### config.mk
export PLATFORM = sky130hd
export DESIGN_NAME = sync_ram
export DESIGN_NICKNAME = d
export VERILOG_FILES = /design/src/rtl/sync_ram.sv
export SDC_FILE = /design/constraint.sdc
export NUM_CORES = 1
export LEC_CHECK = 0
export ABC_AREA = 1
export BUFFER_PORTS_ARGS = -buffer_cell sky130_fd_sc_hd__buf_4
export CELL_PAD_IN_SITES_DETAIL_PLACEMENT = 1
export CELL_PAD_IN_SITES_GLOBAL_PLACEMENT = 2
export CORE_ASPECT_RATIO = 1.2
export CORE_MARGIN = 1
export CORE_UTILIZATION = 35
export CTS_CLUSTER_SIZE = 14
export DETAILED_ROUTE_END_ITERATION = 16
export PLACE_DENSITY_LB_ADDON = 0.3
export SYNTH_ARGS = -nofsm -noshare
export SYNTH_HDL_FRONTEND = slang
export SYNTH_SLANG_ARGS = --single-unit
### constraint.sdc
create_clock -name clk -period 1.3 [get_ports clk]
set_clock_uncertainty 0.2 [all_clocks]
set_input_delay 0.13 -clock clk [delete_from_list [all_inputs] [get_ports clk]]
set_output_delay 0.13 -clock clk [all_outputs]
set_load 0.01 [all_outputs]
### src/rtl/sync_ram.sv
//##########################################################
// single-port RAM, registered read
//##########################################################
`timescale 1ns/1ps

module sync_ram #(
    parameter int  index_bits = 6,
    parameter type entry_t    = logic
) (
    input  logic                  clk,
    input  logic                  we,
    input  logic [index_bits-1:0] index,
    input  entry_t                wdata,
    output entry_t                rdata
);

    localparam int depth = 2 ** index_bits;

    entry_t mem [depth];

    // read returns the old entry when written in the same cycle
    always_ff @(posedge clk) begin
        if (we) begin
            mem[index] <= wdata;
        end
        rdata <= mem[index];
    end

endmodule

==> impl_metrics.yaml <==
drt:
  first_pass_iters: 4
  post_drt_wl_per_cell_um: 15.0
  drc: 0
  antenna_left: 0
  drtIter0Drc: 96
  vias: 2366
  routed_wl_um: 7690
  viasPerCell: 4.62
min_path:
  min_from: "wdata"
  hp-class: "input pin to flop"
setup_path:
  start_kind: "flop"
  crit_fanout: 1
  timing.rr.start: "mem[23]"
  end_kind: "flop"
  required_ns: 1.33
  cp-startpoint: "mem[23]"
  critPathArrivalTime_ns: 1.42
  path_class: "flop to flop"
synthesis:
  yosys.area_share.simple_pct: 28.9
  ys_seq_area_share_pct: 62.5
  avgSynthCellArea_sq_um: 9.00
  yosys_warnings: 0
  synth_compound_area_share_pct: 2.10
  synth_xor_area_share_pct: 0
  synth-adder-area-share_pct: 0
  synth_fp_nets: 354
  synth_top_family_by_area: "simple AND/OR/NAND/NOR gates"
  ys_top_cells_by_area: "edfxtp_1 (62%), nand2_1 (15%), nor2_1 (8.9%)"
  synth_top_area_cell: "edfxtp_1"
  yosysUniqueCellTypes: 15
  ys_ff_latch: 65
  yosys-mux-area-fraction_pct: 0
  synth_area_sq_um: 3110
  syn_inst: 345
  synth_top_area_share_pct: 61.9
grt:
  grt.total_usage_pct: 19.6
  grt_max_degree: 65
  top_usage_layer: "met2"
  antenna_found_initial: 0
  grt_pass1_wl_um: 13000
  grt_pass1_vias: 2521
  met3_usage_pct: 3.63
  gr-total-overflow: 0
  met2_usage_pct: 32.2
  use_met1_pct: 24.5
floorplanning:
  die_width_um: 88.0
  io_pins: 10
  start_util_pct: 36.1
  dieArea_sq_um: 9260
  die_h_um: 105
  placementRows: 37
  core_sq_um: 8610
pwr:
  leakage_nw: 1.52
  internal-power_w: 0.00312
  finalPower_w: 0.00408
  pwr-share-seq_pct: 57.0
  power.share.combinational_pct: 9.9
  switching_share_pct: 23.4
  p_per_area_nw_per_um2: 1090
  p_clk_share_pct: 33.1
  netSwitchingPower_w: 0.000955
  ir_drop_v: 0.000646
timing:
  layout_min_cycle_time_ns: 1.38
  tightest_slew_ns: 0.315
  final-setup-viol-count: 1
  final_max_slew_viol_count: 0
  rsz0062_at_grt: "yes"
  finalHoldViolCount: 0
  clock.fmax_mhz: 722
  setup_ws_ns: -0.0842
  post-route-period-util_pct: 106
  timing.slew.headroom_pct: 79.0
clock_tree:
  cts_root_buf: "clkbuf_8"
  path_clk_slew_ns: 0.07
  numCtsBuffers: 9
  cts_hold_buf: 0
  cts.path.max_buffers: 2
  insertion_delay_ns: 0.34
  htreeDepth: 3
  cts_tree: "yes"
  cts_sinks: 65
  postCtsSetupRepairBufs: 0
outcome:
  status: "finished, violations left"
  violations: "negative setup slack"
finish:
  areaGrowthSynthToFinish_pct: 20.2
  final_util_pct: 43.4
  register_area_sq_um: 1940
  fill_cells: 1038
  fin_nets: 402
  n_antenna_cell: 0
  drive_gt1_share_pct: 17.7
  multi_input_area_sq_um: 991
flow_run:
  maxCapViolations: 0
place:
  dpl.hpwl_um: 5660
  port_buffers: 9
  gp_congestion: 0.857
  place_ws_ns: -0.312
routing by layer:
layer | wire (um) | share of wire, %
met1 | 3540 | 46
met2 | 3790 | 49
met3 | 149 | 1.9
met4 | 211 | 2.7
met5 | 0 | 0
cell type report:
type,count,area share (%)
clock buffers,11,3.52
clock inverters,2,0.235
inverters,33,3.32
multi-input cells,237,26.5
flip-flops and latches,65,52.0
well taps,117,3.92
repair buffers,47,10.5
worst paths after layout:
check	slack, ns	endpoint	cells after the start
worst max-delay path	-0.08	rdata	7
worst max register to register	-0.08	rdata	7
worst min-delay path	0.06	mem[37]	2
worst min register to register	0.52	rdata	6
repair_timing:
action / CTS / global route
endpoints found under the setup margin: 1 / 8
pin swaps: 3 / 6
resized for setup: 0 / 4
kinds of logic (layout without fill, tap and decap cells):
logic type	after synthesis	in the layout
compound gates	10	10
flops	65	65
buf+inv	43	93
simple gates	227	227
placed cells by master, fill, tap and decap left out, drive strengths merged:
cell,n
clkbuf,11
inv,33
nor2,77
o21ai,4
nor3,4
dfxtp,1
buf,47
nand3,16
or2,5
o211ai,6
edfxtp,64
nand2,125
clkinv,2
registers in the layout, summed over array words and instances (netlist names):
name,cells
mem,64
rdata,1
per-stage QoR:
stage | setup TNS, ns | hold slack [ns] | cell area, sq um | std cells
6_report | -0.0842 | 0.0592 | 3730 | 512
5_1_grt | -0.166 | 0.0840 | 3730 | 512
4_1_cts | -0.105 | 0.0600 | 3720 | 512
3_5_place_dp | -11.78 | 0.361 | 3580 | 499
3_3_place_gp | -11.30 | 0.359 | 3580 | 499
2_1_floorplan | -0.961 | 0.0289 | 3120 | 345
synthesized netlist by cell type:
| cell | count |
|---|---|
| nand3_1 | 16 |
| buf_4 | 1 |
| buf_2 | 5 |
| or2_1 | 5 |
| inv_2 | 5 |
| buf_6 | 4 |
| o211ai_1 | 6 |
| edfxtp_1 | 64 |
| nor3_1 | 4 |
| o21ai_1 | 4 |
| nor2_1 | 74 |
| inv_1 | 28 |
| dfxtp_1 | 1 |
| nand2_1 | 125 |
| nor2_2 | 3 |
worst max-delay path, cell delays in order, from the launching register on:
cell and delay (ns):
edfxtp_1 0.36, or2_1 0.21, nand2_1 0.06, nand2_1 0.06, o21ai_1 0.16, nand2_1 0.08
nor2_1 0.10, nand2_1 0.05
power by group through the flow:
stage	sequential [W]	clock, W	combinational [W]
floorplan	0.00237	0	0.000199
global placement	0.00237	0	0.000401
detailed placement	0.00237	0	0.000406
CTS	0.00232	0.00140	0.000408
global route	0.00232	0.00147	0.000457
finish	0.00233	0.00135	0.000403
Power figures use the tool's default switching activity.
