### src/rtl/cache_pkg.sv
//##########################################################
// data cache widths and port types
//##########################################################
package cache_pkg;

    localparam int addr_bits   = 27;
    localparam int word_bits   = 32;
    localparam int line_words  = 4;
    localparam int line_bits   = word_bits * line_words;
    localparam int offset_bits = 4;
    localparam int word_sel_lo = 2;   // bits [1:0] pick a byte
    localparam int num_ways    = 2;

    typedef logic [addr_bits-1:0]             addr_t;
    typedef logic [word_bits-1:0]             word_t;
    typedef logic [line_bits-1:0]             line_t;
    typedef logic [addr_bits-offset_bits-1:0] line_addr_t;  // also the tag
    typedef logic [$clog2(num_ways)-1:0]      way_t;

    // pipeline memory stage to cache
    typedef struct packed {
        logic  rd_en;
        logic  wr_en;
        addr_t addr;
        word_t wdata;
    } core_req_t;

    typedef struct packed {
        logic  rd_fin;
        logic  wr_fin;
        word_t rdata;
    } core_rsp_t;

    // cache to DDR controller
    typedef struct packed {
        logic  rd_en;
        addr_t rd_addr;
        logic  wr_en;
        addr_t wr_addr;
        line_t wr_line;
    } mem_req_t;

    typedef struct packed {
        logic  rd_fin;
        logic  wr_fin;
        line_t rd_line;
    } mem_rsp_t;

endpackage

### src/rtl/way_policy.sv
//##########################################################
// valid bits, replacement and tag match
//##########################################################
`timescale 1ns/1ps

module way_policy #(
    parameter int index_bits = 6
) (
    input  logic                  clk,
    input  logic                  rstn,
    input  logic [index_bits-1:0] index,
    input  cache_pkg::line_addr_t req_line,
    input  cache_pkg::line_addr_t way0_tag,
    input  cache_pkg::line_addr_t way1_tag,
    input  logic                  update,
    input  cache_pkg::way_t       update_way,
    output logic                  hit,
    output cache_pkg::way_t       hit_way,
    output cache_pkg::way_t       victim
);
    import cache_pkg::*;

    localparam int num_sets = 2 ** index_bits;

    logic [num_ways-1:0]   valid_q [num_sets];
    logic [num_sets-1:0]   repl_q;       // way to evict next
    logic [index_bits-1:0] look_idx;     // lines up with tag RAM output
    logic [num_ways-1:0]   set_valid;
    logic                  hit0;
    logic                  hit1;

    always_ff @(posedge clk) begin
        look_idx <= index;
    end

    always_ff @(posedge clk) begin
        if (!rstn) begin
            for (int s = 0; s < num_sets; s++) begin
                valid_q[s] <= '0;
            end
            repl_q <= '0;
        end else if (update) begin
            valid_q[index][update_way] <= 1'b1;
            repl_q[index] <= ~update_way;   // point at the other way
        end
    end

    assign set_valid = valid_q[look_idx];
    assign hit0      = set_valid[0] && (way0_tag == req_line);
    assign hit1      = set_valid[1] && (way1_tag == req_line);
    assign hit       = hit0 | hit1;
    assign hit_way   = way_t'(hit1);

    // empty way first, else the replacement bit
    always_comb begin
        if (!set_valid[0]) begin
            victim = way_t'(0);
        end else if (!set_valid[1]) begin
            victim = way_t'(1);
        end else begin
            victim = repl_q[look_idx];
        end
    end

endmodule

### config.mk
export PLATFORM = sky130hd
export DESIGN_NAME = way_policy
export DESIGN_NICKNAME = d
export VERILOG_FILES = /design/src/rtl/cache_pkg.sv /design/src/rtl/way_policy.sv
export SDC_FILE = /design/constraint.sdc
export NUM_CORES = 1
export LEC_CHECK = 0
export ABC_AREA = 1
export BUFFER_PORTS_ARGS = -buffer_cell sky130_fd_sc_hd__buf_2
export CORE_UTILIZATION = 30
export CTS_CLUSTER_SIZE = 30
export DETAILED_ROUTE_END_ITERATION = 16
export HOLD_SLACK_MARGIN = 0.15
export SYNTH_ARGS = -nofsm -noshare
export SYNTH_HDL_FRONTEND = slang
export SYNTH_SLANG_ARGS = --single-unit
### constraint.sdc
create_clock -name clk -period 2.1 [get_ports clk]
set_clock_uncertainty 0.15 [all_clocks]
set_input_delay 0.315 -clock clk [delete_from_list [all_inputs] [get_ports clk]]
set_output_delay 0.315 -clock clk [all_outputs]
set_load 0.01 [all_outputs]
==> impl_metrics.env <==
export IMPL_placementRows=64
export IMPL_dr_total_vias=9160
export IMPL_start_util_pct=30.6
export IMPL_max_freq_mhz=387
export IMPL_total_power_w=0.00829
export IMPL_hold_ws_ns=0.260
export IMPL_postSynthCellCount=1357
export IMPL_tritoncts="done"
export IMPL_drv_cap=0
export IMPL_fp_dieH_um=179
export IMPL_status="finished, violations left"
export IMPL_htree_levels=4
export IMPL_gr_total_overflow=0
export IMPL_wl_per_cell_um=15.7
export IMPL_ys_types=27
export IMPL_gp_congestion=0.806
export IMPL_mappedNetlistNets=1436
export IMPL_ioPinCount=82
export IMPL_ff2ff_path_depth=2
export IMPL_clock_latency_ns=0.44
export IMPL_power_leakage_nw=4.06
export IMPL_hold_viol_final=0
export IMPL_grt_max_degree=70
export IMPL_cp_max_fo=17
export IMPL_numCtsBuffers=17
export IMPL_drtPass1Iterations=5
export IMPL_track_usage_pct=18.3
export IMPL_setup_ws_ns=-0.487
export IMPL_ys_ff_latch=198
export IMPL_yosys_warnings=0
export IMPL_ant_nets=0
export IMPL_reg2reg_setup_slack_ns=1.20
export IMPL_fin_crit_sh_pct=123
export IMPL_path_class="reg2out"
export IMPL_yosysSeqAreaShare_pct=42.3
export IMPL_final_cell_mix="400 x nand2_1, 196 x dfxtp_1, 153 x nand3_1, 122 x o21ai_0, 105 x inv_1"
export IMPL_layout_drive_gt1_share_pct=13.2
export IMPL_synth_area_um2=9380
export IMPL_ir_drop_mv=0.582
export IMPL_ys_flop_type="dfxtp_1"
export IMPL_grt_pass1_vias=8703
export IMPL_synth_avg_cell_area_um2=6.91
export IMPL_slew_headroom_pct=57.9
export IMPL_layout_commonest_cell="nand2_1"
export IMPL_syn_to_final_growth_pct=19.9
export IMPL_remaining_drc_errors=0
export IMPL_root_buffer="clkbuf_16"
export IMPL_crit_path_start_kind="flop"
export IMPL_drt_iter0_markers=787
export IMPL_synthArstFlopShare_pct=0
export IMPL_dieArea_um2=32000
export IMPL_dpl_hpwl_um=17800
export IMPL_rsz0062_at_grt="true"
export IMPL_hold_class="in2reg"
export IMPL_vias_per_cell=5.01
export IMPL_finalSetupViolCount=3
export IMPL_power_density_nw_per_um2=737
export IMPL_failed_checks="setup timing"
export IMPL_worst_slew_pin_slew_ns=0.631
export IMPL_io_buffer_count=81
export IMPL_drv_slew=0
export IMPL_path_clk_slew_ns=0.07
export IMPL_antenna_found_initial=2
export IMPL_dp_cells=1781
export IMPL_clock_sinks=198
export IMPL_worstSetupStartpoint="look_idx[0]$_DFF_P_"
export IMPL_routed_wl_um=28600
export IMPL_endpoint="victim"
export IMPL_period_needed_ns=2.59
export IMPL_endpoint_kind="output port"
export IMPL_grt_pass1_wl_um=45500
export IMPL_core_area_um2=30700
export IMPL_r2r_end="repl_q[60]$_SDFFE_PN0P_"
export IMPL_crit_arrival_ns=2.12
export IMPL_nNetsFinal=1496
export IMPL_critPathRequiredTime_ns=1.63
export IMPL_clockBufferDepth=2
export IMPL_rr_startpoint="repl_q[60]$_SDFFE_PN0P_"
export IMPL_synth_edf_count=0
export IMPL_die_w_um=179
export IMPL_final_cells=1828
export IMPL_final_util_pct=36.7
[cell type report]
class,count,area [µm²]
repair buffers,126,1050
inverters,117,447
diodes,2,5.00
multi-input cells,957,4630
flip-flops and latches,198,3970
fillers,3194,19400
clock inverters,12,189
well taps,396,495
clock buffers,20,457
[cell usage after synthesis, types with 2 or more instances]
library cell,count,area [µm²]
xor2_1,13,114
buf_4,4,30.0
or2_2,4,25.0
a221oi_1,19,166
clkbuf_1,48,180
o31ai_1,3,22.5
buf_2,20,100
nand2_1,407,1530
o21ai_0,122,611
dfxtp_1,198,3960
a21oi_1,48,240
xnor2_1,27,236
nor3_1,22,110
buf_6,8,90.1
buf_1,5,18.8
inv_1,108,405
nand4_1,3,18.8
a211oi_1,46,345
nand3_1,165,826
nand3b_1,2,15.0
inv_2,8,30.0
nor2_1,72,270
[per-stage QoR]
stage	setup TNS [ns]	cell area (µm²)	setup WS [ns]
floorplan	0	9380	0.273
global placement	-0.181	10300	-0.0862
detailed placement	-0.159	10300	-0.0826
CTS	-1.38	11200	-0.470
global route	-1.99	11200	-0.677
finish	-1.45	11300	-0.487
[registers in the layout, summed over array words and instances (netlist names)]
name and flops:
look_idx 6, repl_q 64, valid_q 128
[layer usage]
layer  global-route usage [%]  wire (µm)  vias up
met5                        0          0        -
met4                     5.54        513        0
met3                     3.41       2020       39
met2                     30.3      12900      328
met1                     24.1      13200     4206
li1                         -          -     4587
[cells by family after synthesis]
family / count (synthesis) / share of synthesized area, %
simple gates: 678 / 30.0
compound gates: 239 / 14.9
buf+inv: 202 / 9.18
flops: 198 / 42.3
xor+xnor: 40 / 3.73
[repair_timing]
| action | in CTS | in global routing |
|---|---|---|
| setup endpoints to repair | 3 | 12 |
| resized for setup | 23 | 3 |
| buffers inserted | 3 | 1 |
| endpoints found under the hold margin | 6 | 0 |
| cloned | 2 | 1 |
| pin swaps | 7 | 0 |
| hold buffers | 6 | 0 |
[worst max-delay path, cell delays in order, from the launching register on]
cell       delay [ns]
dfxtp_4          0.46
buf_4            0.17
clkbuf_16        0.17
nand2_1          0.06
nand3_1          0.07
nand3_1          0.07
nand2_1          0.08
nand2_1          0.05
nand3_1          0.10
nand2_1          0.07
nand2_1          0.07
nand2_2          0.07
a21oi_2          0.11
buf_2            0.14
[power breakdown]
group	internal, W	total [W]	switching [W]
clock network	0.00209	0.00361	0.00153
logic	0.000325	0.000881	0.000556
registers	0.00378	0.00380	0.0000217
[worst min path at each step]
stage | start | to | slack (ns) | cells past startpoint
global route | rstn | valid_q[51][0]$_DFF_P_ | 0.29 | 4
global placement | valid_q[2][0]$_DFF_P_ | valid_q[2][0]$_DFF_P_ | 0.29 | 2
CTS | rstn | valid_q[53][1]$_DFF_P_ | 0.27 | 4
finish | rstn | valid_q[49][0]$_DFF_P_ | 0.26 | 4
floorplan | index[0] | look_idx[0]$_DFF_P_ | 0.19 | 0
detailed placement | valid_q[35][1]$_DFF_P_ | valid_q[35][1]$_DFF_P_ | 0.29 | 2
Power figures use the tool's default switching activity.
