==> src/rtl/cache_pkg.sv <==
//##########################################################
// data cache widths and port types
//##########################################################
package cache_pkg;

    localparam int addr_bits   = 27;
    localparam int word_bits   = 32;
    localparam int line_words  = 4;
    localparam int line_bits   = word_bits * line_words;
    localparam int offset_bits = 4;
    localparam int word_sel_lo = 2;   // bits [1:0] pick a byte
    localparam int num_ways    = 2;

    typedef logic [addr_bits-1:0]             addr_t;
    typedef logic [word_bits-1:0]             word_t;
    typedef logic [line_bits-1:0]             line_t;
    typedef logic [addr_bits-offset_bits-1:0] line_addr_t;  // also the tag
    typedef logic [$clog2(num_ways)-1:0]      way_t;

    // pipeline memory stage to cache
    typedef struct packed {
        logic  rd_en;
        logic  wr_en;
        addr_t addr;
        word_t wdata;
    } core_req_t;

    typedef struct packed {
        logic  rd_fin;
        logic  wr_fin;
        word_t rdata;
    } core_rsp_t;

    // cache to DDR controller
    typedef struct packed {
        logic  rd_en;
        addr_t rd_addr;
        logic  wr_en;
        addr_t wr_addr;
        line_t wr_line;
    } mem_req_t;

    typedef struct packed {
        logic  rd_fin;
        logic  wr_fin;
        line_t rd_line;
    } mem_rsp_t;

endpackage

==> src/rtl/word_lane.sv <==
//##########################################################
// word select and merge
//##########################################################
`timescale 1ns/1ps

module word_lane (
    input  cache_pkg::line_t                                         line_in,
    input  logic [cache_pkg::offset_bits-cache_pkg::word_sel_lo-1:0] word_sel,
    input  cache_pkg::word_t                                         wdata,
    output cache_pkg::word_t                                         rword,
    output cache_pkg::line_t                                         merged
);
    import cache_pkg::*;

    assign rword = line_in[word_sel*word_bits +: word_bits];

    // only the addressed word is replaced
    always_comb begin
        for (int i = 0; i < line_words; i++) begin
            if (word_sel == i) begin
                merged[i*word_bits +: word_bits] = wdata;
            end else begin
                merged[i*word_bits +: word_bits] = line_in[i*word_bits +: word_bits];
            end
        end
    end

endmodule

==> src/rtl/cache_ctrl.sv <==
//##########################################################
// cache controller FSM
//##########################################################
`timescale 1ns/1ps

module cache_ctrl #(
    parameter int index_bits = 6
) (
    input  logic                            clk,
    input  logic                            rstn,
    input  cache_pkg::core_req_t            core_req,
    output cache_pkg::core_rsp_t            core_rsp,
    output cache_pkg::mem_req_t             mem_req,
    input  cache_pkg::mem_rsp_t             mem_rsp,
    output logic [index_bits-1:0]           ram_index,
    output logic [cache_pkg::num_ways-1:0]  tag_we,
    output logic [cache_pkg::num_ways-1:0]  data_we,
    output cache_pkg::line_addr_t           fill_tag,
    output cache_pkg::line_t                fill_line,
    input  cache_pkg::line_t                rd_line0,
    input  cache_pkg::line_t                rd_line1,
    input  logic                            hit,
    input  cache_pkg::way_t                 hit_way,
    input  cache_pkg::way_t                 victim,
    output logic                            update,
    output cache_pkg::way_t                 update_way
);
    import cache_pkg::*;

    typedef enum logic [2:0] {
        st_idle,
        st_compare,
        st_rd_miss,     // waiting for the line from DDR
        st_wr_through,  // waiting for DDR write done
        st_wr_fetch     // write-allocate fetch
    } state_t;

    state_t    state;
    core_req_t req_q;
    way_t      victim_q;
    logic      start;
    addr_t     line_base;
    line_t     lane_line;
    word_t     lane_word;
    line_t     lane_merged;

    assign start = (state == st_idle) && (core_req.rd_en || core_req.wr_en);

    // new request goes straight to the RAMs so data is there in compare
    assign ram_index = start ? core_req.addr[offset_bits +: index_bits]
                             : req_q.addr[offset_bits +: index_bits];

    assign fill_tag  = req_q.addr[addr_bits-1:offset_bits];
    assign line_base = {fill_tag, {offset_bits{1'b0}}};

    // cached line while comparing, DDR line otherwise
    assign lane_line = (state == st_compare) ? (hit_way ? rd_line1 : rd_line0)
                                             : mem_rsp.rd_line;

    word_lane lane_inst (
        .line_in  (lane_line),
        .word_sel (req_q.addr[offset_bits-1:word_sel_lo]),
        .wdata    (req_q.wdata),
        .rword    (lane_word),
        .merged   (lane_merged)
    );

    always_ff @(posedge clk) begin
        if (!rstn) begin
            state           <= st_idle;
            core_rsp.rd_fin <= 1'b0;
            core_rsp.wr_fin <= 1'b0;
            mem_req.rd_en   <= 1'b0;
            mem_req.wr_en   <= 1'b0;
            tag_we          <= '0;
            data_we         <= '0;
            update          <= 1'b0;
        end else begin
            // pulses last one cycle
            core_rsp.rd_fin <= 1'b0;
            core_rsp.wr_fin <= 1'b0;
            mem_req.rd_en   <= 1'b0;
            mem_req.wr_en   <= 1'b0;
            tag_we          <= '0;
            data_we         <= '0;
            update          <= 1'b0;

            case (state)
                st_idle: begin
                    if (start) begin
                        req_q <= core_req;
                        state <= st_compare;
                    end
                end

                st_compare: begin
                    victim_q <= victim;
                    if (hit && req_q.rd_en) begin
                        core_rsp.rd_fin <= 1'b1;
                        core_rsp.rdata  <= lane_word;
                        update          <= 1'b1;
                        update_way      <= hit_way;
                        state           <= st_idle;
                    end else if (hit) begin
                        data_we[hit_way] <= 1'b1;   // tag is unchanged
                        fill_line        <= lane_merged;
                        mem_req.wr_en    <= 1'b1;
                        mem_req.wr_addr  <= line_base;
                        mem_req.wr_line  <= lane_merged;
                        update           <= 1'b1;
                        update_way       <= hit_way;
                        state            <= st_wr_through;
                    end else begin
                        mem_req.rd_en   <= 1'b1;
                        mem_req.rd_addr <= line_base;
                        state           <= req_q.wr_en ? st_wr_fetch : st_rd_miss;
                    end
                end

                st_rd_miss: begin
                    if (mem_rsp.rd_fin) begin
                        tag_we[victim_q]  <= 1'b1;
                        data_we[victim_q] <= 1'b1;
                        fill_line         <= mem_rsp.rd_line;
                        update            <= 1'b1;
                        update_way        <= victim_q;
                        core_rsp.rd_fin   <= 1'b1;
                        core_rsp.rdata    <= lane_word;
                        state             <= st_idle;
                    end
                end

                st_wr_fetch: begin
                    if (mem_rsp.rd_fin) begin
                        tag_we[victim_q]  <= 1'b1;
                        data_we[victim_q] <= 1'b1;
                        fill_line         <= lane_merged;
                        mem_req.wr_en     <= 1'b1;
                        mem_req.wr_addr   <= line_base;
                        mem_req.wr_line   <= lane_merged;
                        update            <= 1'b1;
                        update_way        <= victim_q;
                        state             <= st_wr_through;
                    end
                end

                st_wr_through: begin
                    if (mem_rsp.wr_fin) begin
                        core_rsp.wr_fin <= 1'b1;
                        state           <= st_idle;
                    end
                end

                default: state <= st_idle;
            endcase
        end
    end

endmodule

==> config.mk <==
export PLATFORM = sky130hd
export DESIGN_NAME = cache_ctrl
export DESIGN_NICKNAME = d
export VERILOG_FILES = /design/src/rtl/cache_pkg.sv /design/src/rtl/word_lane.sv /design/src/rtl/cache_ctrl.sv
export SDC_FILE = /design/constraint.sdc
export NUM_CORES = 1
export LEC_CHECK = 0
export BUFFER_PORTS_ARGS = -buffer_cell sky130_fd_sc_hd__buf_2
export CAP_MARGIN = 15
export CORE_AREA = 10 10 317 319
export CTS_CLUSTER_DIAMETER = 30
export CTS_CLUSTER_SIZE = 25
export DETAILED_ROUTE_END_ITERATION = 6
export DIE_AREA = 0 0 327 329
export PLACE_DENSITY_LB_ADDON = 0.05
export SKIP_LAST_GASP = 1
export SLEW_MARGIN = 20
export SYNTH_ARGS = -nofsm -noshare
export SYNTH_HDL_FRONTEND = slang
export SYNTH_HIERARCHICAL = 1
export SYNTH_SLANG_ARGS = --single-unit
==> constraint.sdc <==
create_clock -name clk -period 9.25 [get_ports clk]
set_clock_uncertainty 0.15 [all_clocks]
set_input_delay 1.3875 -clock clk [delete_from_list [all_inputs] [get_ports clk]]
set_output_delay 1.3875 -clock clk [all_outputs]
set_load 0.005 [all_outputs]
==> reports/results.ini, run 1 <==
[pwr]
power_frac_clock_pct = 55.9
p_sw_share_pct = 25.6
p_int_w = 0.00555
power.net_switching_w = 0.00191
p_seq_share_pct = 30.0
power.leakage_nw = 12.2
ir_drop_uv = 154
powerDensity_nw_per_um2 = 251
p_comb_share_pct = 14.1

[cells_and_area]
nets = 2741
drive_gt1_share_pct = 55.3
stdcell_count = 3656
area_growth_pct = 45.6
final_area_um2 = 29700
fillCellCount = 9715

[worst_hold_path]
min-delay-path-class = reg -> reg
hold_start = fill_tag[17]
hold_path_depth = 0

[floorplan]
design.core.area_um2 = 94300
die_x_um = 327
initial_core_util_pct = 21.7
dieArea_um2 = 108000
io-pin-count = 833
rows = 113
dieHeight_um = 329

[synthesis]
synth_edf_count = 395
syn_avg_cell_area_um2 = 14.2
async_flop_share_pct = 0
synth_area_um2 = 20400
yosysWarnings = 6
ys.flop_type = edfxtp_1
netlist_instances = 1436
ys_ff_latch = 407
yosysUniqueCellTypes = 44
synth-seq-area-share_pct = 59.3

[placed_design]
dp_hpwl_um = 70700
place_inst = 3416
post-place-ws_ns = 3.94
portBuffers = 822
globalplace.congestion = 0.822
placed_area_um2 = 25500

[detailed_routing]
num_vias = 15495
firstDrtPassIters = 5
wl_um = 97500
drt_iter0_markers = 866
drc = 0
wl_per_cell_um = 26.7
vias_per_cell = 4.24
ant_nets = 0

[worst_setup_path]
cp_num_cells = 6
crit_start = hit
slowest_delay_ns = 0.83
critPathBufInv = 3
endpoint_kind = register
cp-start-kind = primary input
cp_top_family = simple AND/OR/NAND/NOR gates
arrival_ns = 4.56
cp_data_required_time_ns = 9.41
reg2reg_depth = 5
cp_max_fo = 56
cp_cell_sequence = buf_2 > inv_2 > or3_4 > a21oi_4 > and2_4 > buf_4
slowest_stage = and2_4
path_class = in -> reg
r2r-start = state[0]

[clocking]
numCtsBuffers = 136
cts_tree = yes
cts_setup_buffers = 0
cts_buffer_depth = 3
cts_resized = 0
clkSinkCount = 407
holdBufCountCts = 0
h-tree-depth = 4
clk_pin_slew_worst_paths_ns = 0.04
clock_latency_ns = 0.71
cts_root_buf = clkbuf_16

[timing]
final.setup.tns_ns = 0
hold_violations = 0
period_share_pct = 47.6
setup_slack_ns = 4.85
worstMarginPinSlew_ns = 1.19
rsz0062_at_grt = no
min_period_ns = 4.40
finalSetupViolations = 0
relSlewSlack_pct = 21.0
maxSlewViolCount = 0
fmax_mhz = 227

[grt]
grt_max_degree = 179
track_usage_pct = 17.3
grt_pass1_vias = 16694
grt_first_pass_wirelength_um = 132000
antenna_found_initial = 28
overflow = 0

[status]
status = finished clean

[flow_run]
max_cap_viol_count = 0

[path summary, 6_finish.rpt]
kind / end / slack (ns)
max reg2reg: mem_req[21] / 4.88
max: mem_req[21] / 4.85
min: mem_req[177] / 0.32
min reg2reg: mem_req[177] / 0.32
[stage by stage]
| step | util [%] | total power (W) | hold slack [ns] |
|---|---|---|---|
| 2_1_floorplan | - | 0.00291 | 0.283 |
| 3_3_place_gp | 27.1 | 0.00334 | 0.306 |
| 3_5_place_dp | 27.1 | 0.00335 | 0.306 |
| 4_1_cts | 31.5 | 0.00759 | 0.320 |
| 5_1_grt | 31.5 | 0.00778 | 0.337 |
| 6_report | 31.5 | 0.00746 | 0.318 |
[synthesized netlist by cell type (9+ instances only)]
cell      number  share of area, %
mux2i_1      128               6.3
buf_4         35               1.3
edfxtp_1     395                58
clkbuf_1      20              0.37
mux2_2       254                14
nor2_1       134               2.5
dfxtp_1       12               1.2
a21oi_1      131               3.2
buf_2         54               1.3
mux2_1         9              0.50
buf_6         21               1.2
mux4_2        32               3.5
and2_1       156               4.8
[kinds of logic after synthesis]
kind of cell              after synthesis  share of synthesized area, %
DFF                                   407                          59.3
muxes                                 423                          24.3
buffers and inverters                 136                          4.25
and+or+nand+nor                       319                          8.23
xor gates and xnor gates                2                        0.0858
AOI/OAI and AO/OA                     148                          3.85
other                                   1                        0.0184
[power groups by stage]
stage / clock network [W] / logic [W] / registers [W]
3_5_place_dp: 0 / 0.00108 / 0.00226
2_1_floorplan: 0 / 0.000648 / 0.00226
4_1_cts: 0.00426 / 0.00109 / 0.00224
3_3_place_gp: 0 / 0.00108 / 0.00226
5_1_grt: 0.00438 / 0.00115 / 0.00224
6_report: 0.00417 / 0.00105 / 0.00224
[flip-flops by register name, summed over array words and instances (netlist names)]
register and flops:
update_way 1, fill_line 128, data_we 2, victim_q 1, mem_req 176, fill_tag 23
req_q 36, state 3, tag_we 2, core_rsp 34, update 1
[cell usage in the layout, fill, tap and decap left out, types with 6 or more instances in the layout]
cell       instances
clkinv_2          20
dfxtp_1           12
and2_1           153
conb_1             8
buf_2            821
nor2_1           134
buf_4             18
bufinv_16          6
mux2_1             9
clkinv_1          30
clkbuf_1          28
edfxtp_1         395
mux2i_1          128
clkbuf_16        139
mux4_2            32
a21oi_1          131
mux2_2           254
[layout make-up]
type | instances | area (um^2) | area share, %
Sequential cell | 407 | 12100 | 40.7
Multi-Input combinational cell | 900 | 7530 | 25.3
Timing Repair Buffer | 842 | 4300 | 14.5
Clock buffer | 169 | 3610 | 12.1
Tap cell | 1265 | 1580 | 5.32
Clock inverter | 68 | 591 | 1.99
Inverter | 2 | 7.51 | 0.0253
Antenna cell | 3 | 7.51 | 0.0253
[per-layer routing]
metal	routed length [um]	vias up	track usage (%)
met4	1990	22	4.98
met2	51900	601	31.7
li1	-	7123	-
met3	7190	170	6.35
met1	36200	7579	18.4
met5	144	-	0
Power figures use the tool's default switching activity.
==> inputs of run 2 (changes only) <==
--- a/config.mk
+++ b/config.mk
@@ -7,11 +7,11 @@
 export LEC_CHECK = 0
 export BUFFER_PORTS_ARGS = -buffer_cell sky130_fd_sc_hd__buf_2
 export CAP_MARGIN = 15
-export CORE_AREA = 10 10 317 319
+export CORE_AREA = 10 10 319 321
 export CTS_CLUSTER_DIAMETER = 30
 export CTS_CLUSTER_SIZE = 25
 export DETAILED_ROUTE_END_ITERATION = 6
-export DIE_AREA = 0 0 327 329
+export DIE_AREA = 0 0 329 331
 export PLACE_DENSITY_LB_ADDON = 0.05
 export SKIP_LAST_GASP = 1
 export SLEW_MARGIN = 20
==> constraint.sdc (replaced) <==
create_clock -name clk -period 3.5 [get_ports clk]
set_clock_uncertainty 0.15 [all_clocks]
set_input_delay 0.525 -clock clk [delete_from_list [all_inputs] [get_ports clk]]
set_output_delay 0.525 -clock clk [all_outputs]
set_load 0.005 [all_outputs]
==> run 2 against run 1 <==
Against the previous run: combinational power grew to 2.9 times the previous value; non-clock buffer count is 222 higher; wire length is 2.5% higher; sequential power grew to 2.6 times the previous value; via count is 5.5% higher; sequential share of layout area is 3.3 points lower; utilization is 2.3 points higher; cell area is 8.9% higher; register-to-register slack worse by 4.1 ns; sequential cell count stayed put; worst hold slack worse by 0.23 ns; largest cell class unchanged; highest routed layer unchanged.
==> reports/results.ini, run 2 (same netlist as run 1, synthesis figures left out) <==
[status]
status = finished clean

[cells_and_area]
top_regs = mem_req x176, fill_line x128, req_q x36
area_growth_pct = 58.5
top_register = mem_req
final_cell_mix = 821 x buf_2, 395 x edfxtp_1, 254 x mux2_2
final_common_cell = buf_2
drive_gt1_share_pct = 52.1
largest_register_ffs = 176
fin_util_pct = 33.8
nets = 2971

[grt]
busiest_layer = met2
grt_first_pass_wirelength_um = 137000
overflow = 0
track_usage_pct = 17.7
grt_max_degree = 153
grt_use_met1_pct = 19.4
met2_usage_pct = 31.5
use_met3_pct = 6.31
grt_pass1_vias = 18234
antenna_found_initial = 12

[detailed_routing]
vias_per_cell = 4.18
wl_per_cell_um = 25.6
num_vias = 16347
drt_iter0_markers = 691
drc = 0
firstDrtPassIters = 7
ant_nets = 0
wl_um = 100000

[timing]
period_share_pct = 87.8
rsz0062_at_grt = no
fmax_mhz = 326
worst_hold_slack_ns = 0.0919
setup_slack_ns = 0.428
relSlewSlack_pct = 44.7
worstMarginPinSlew_ns = 0.829
finalSetupViolations = 0
min_period_ns = 3.07
hold_violations = 0
final.setup.tns_ns = 0
maxSlewViolCount = 0

[pwr]
fin_total_pwr_w = 0.0206
p_seq_share_pct = 28.6
powerDensity_nw_per_um2 = 637
p_comb_share_pct = 14.9
p_int_w = 0.0154
ir_drop_uv = 460
power.net_switching_w = 0.00525
power_frac_clock_pct = 56.5
p_sw_share_pct = 25.5
power.leakage_nw = 13.3

[floorplan]
io-pin-count = 833
dieArea_um2 = 109000
dieHeight_um = 331
die_x_um = 329
rows = 114
initial_core_util_pct = 21.3
design.core.area_um2 = 95700

[worst_setup_path]
r2r_slack_ns = 0.82
cp_data_required_time_ns = 2.82
endpoint_kind = primary output
path_class = reg -> out
cp_max_fo = 11
arrival_ns = 2.40
cp-start-kind = register
reg2reg_depth = 6

[clocking]
numCtsBuffers = 144
cts_tree = yes
cts_root_buf = clkbuf_16
h-tree-depth = 4
cts_buffer_depth = 3
clk_pin_slew_worst_paths_ns = 0.04
clkSinkCount = 407
clock_latency_ns = 0.71
cts_resized = 0

[placed_design]
post-place-ws_ns = 0.654
portBuffers = 822
globalplace.congestion = 0.765
dp_hpwl_um = 73200

[worst_hold_path]
hold_path_depth = 2
min-delay-path-class = in -> reg

[flow_run]
max_cap_viol_count = 0

run 2: cell types whose count changed in the layout (fill, tap and decap cells not counted), sizes merged, moves of 2 or more:
cell and change:
clkbuf +2, buf +33, clkinv +12, dlygate4sd3 +189, clkinvlp +5, bufinv +2
run 2: layout make-up:
cell class	count	area (um^2)
Multi-Input combinational cell	900	7530
Tap cell	1276	1600
Inverter	2	7.51
Clock buffer	171	3770
Fill cell	9717	63300
Clock inverter	88	701
Timing Repair Buffer	1064	6650
Antenna cell	3	7.51
Sequential cell	407	12100
run 2: path summary, 6_finish.rpt:
kind | startpoint | to
max | state[0] | ram_index[3]
min | rstn | update_way
max reg2reg | state[0] | fill_line[6]
min reg2reg | fill_tag[6] | mem_req[166]
run 2: metrics by stage:
step,instances,cell area (um^2)
2_1_floorplan,1443,20400
3_5_place_dp,3460,26000
5_1_grt,3910,32400
6_report,3911,32400
3_3_place_gp,3460,26000
4_1_cts,3908,32400
run 2: per-layer routing:
metal	share of wire [%]	wire length, um
met1	38	38100
met4	2.4	2420
met5	0.074	74
met3	7.4	7380
met2	52	52000
run 2: power by group through the flow:
stage | registers, W | logic (W) | clock network, W
finish | 0.00590 | 0.00306 | 0.0117
global route | 0.00593 | 0.00336 | 0.0122
CTS | 0.00591 | 0.00315 | 0.0119
detailed placement | 0.00598 | 0.00293 | 0
global placement | 0.00598 | 0.00292 | 0
floorplan | 0.00596 | 0.00171 | 0
run 2: what timing repair did:
action                    in CTS  in global routing
hold buffers                 189                  0
buffers inserted               0                  0
hold endpoints to repair     189                  0
run 2: worst max-delay path, stage by stage (launching register included):
cell and delay, ns:
dfxtp_1 0.39, buf_4 0.22, nor3_1 0.24, nor2b_1 0.17, buf_4 0.19, mux2_2 0.35
buf_2 0.13
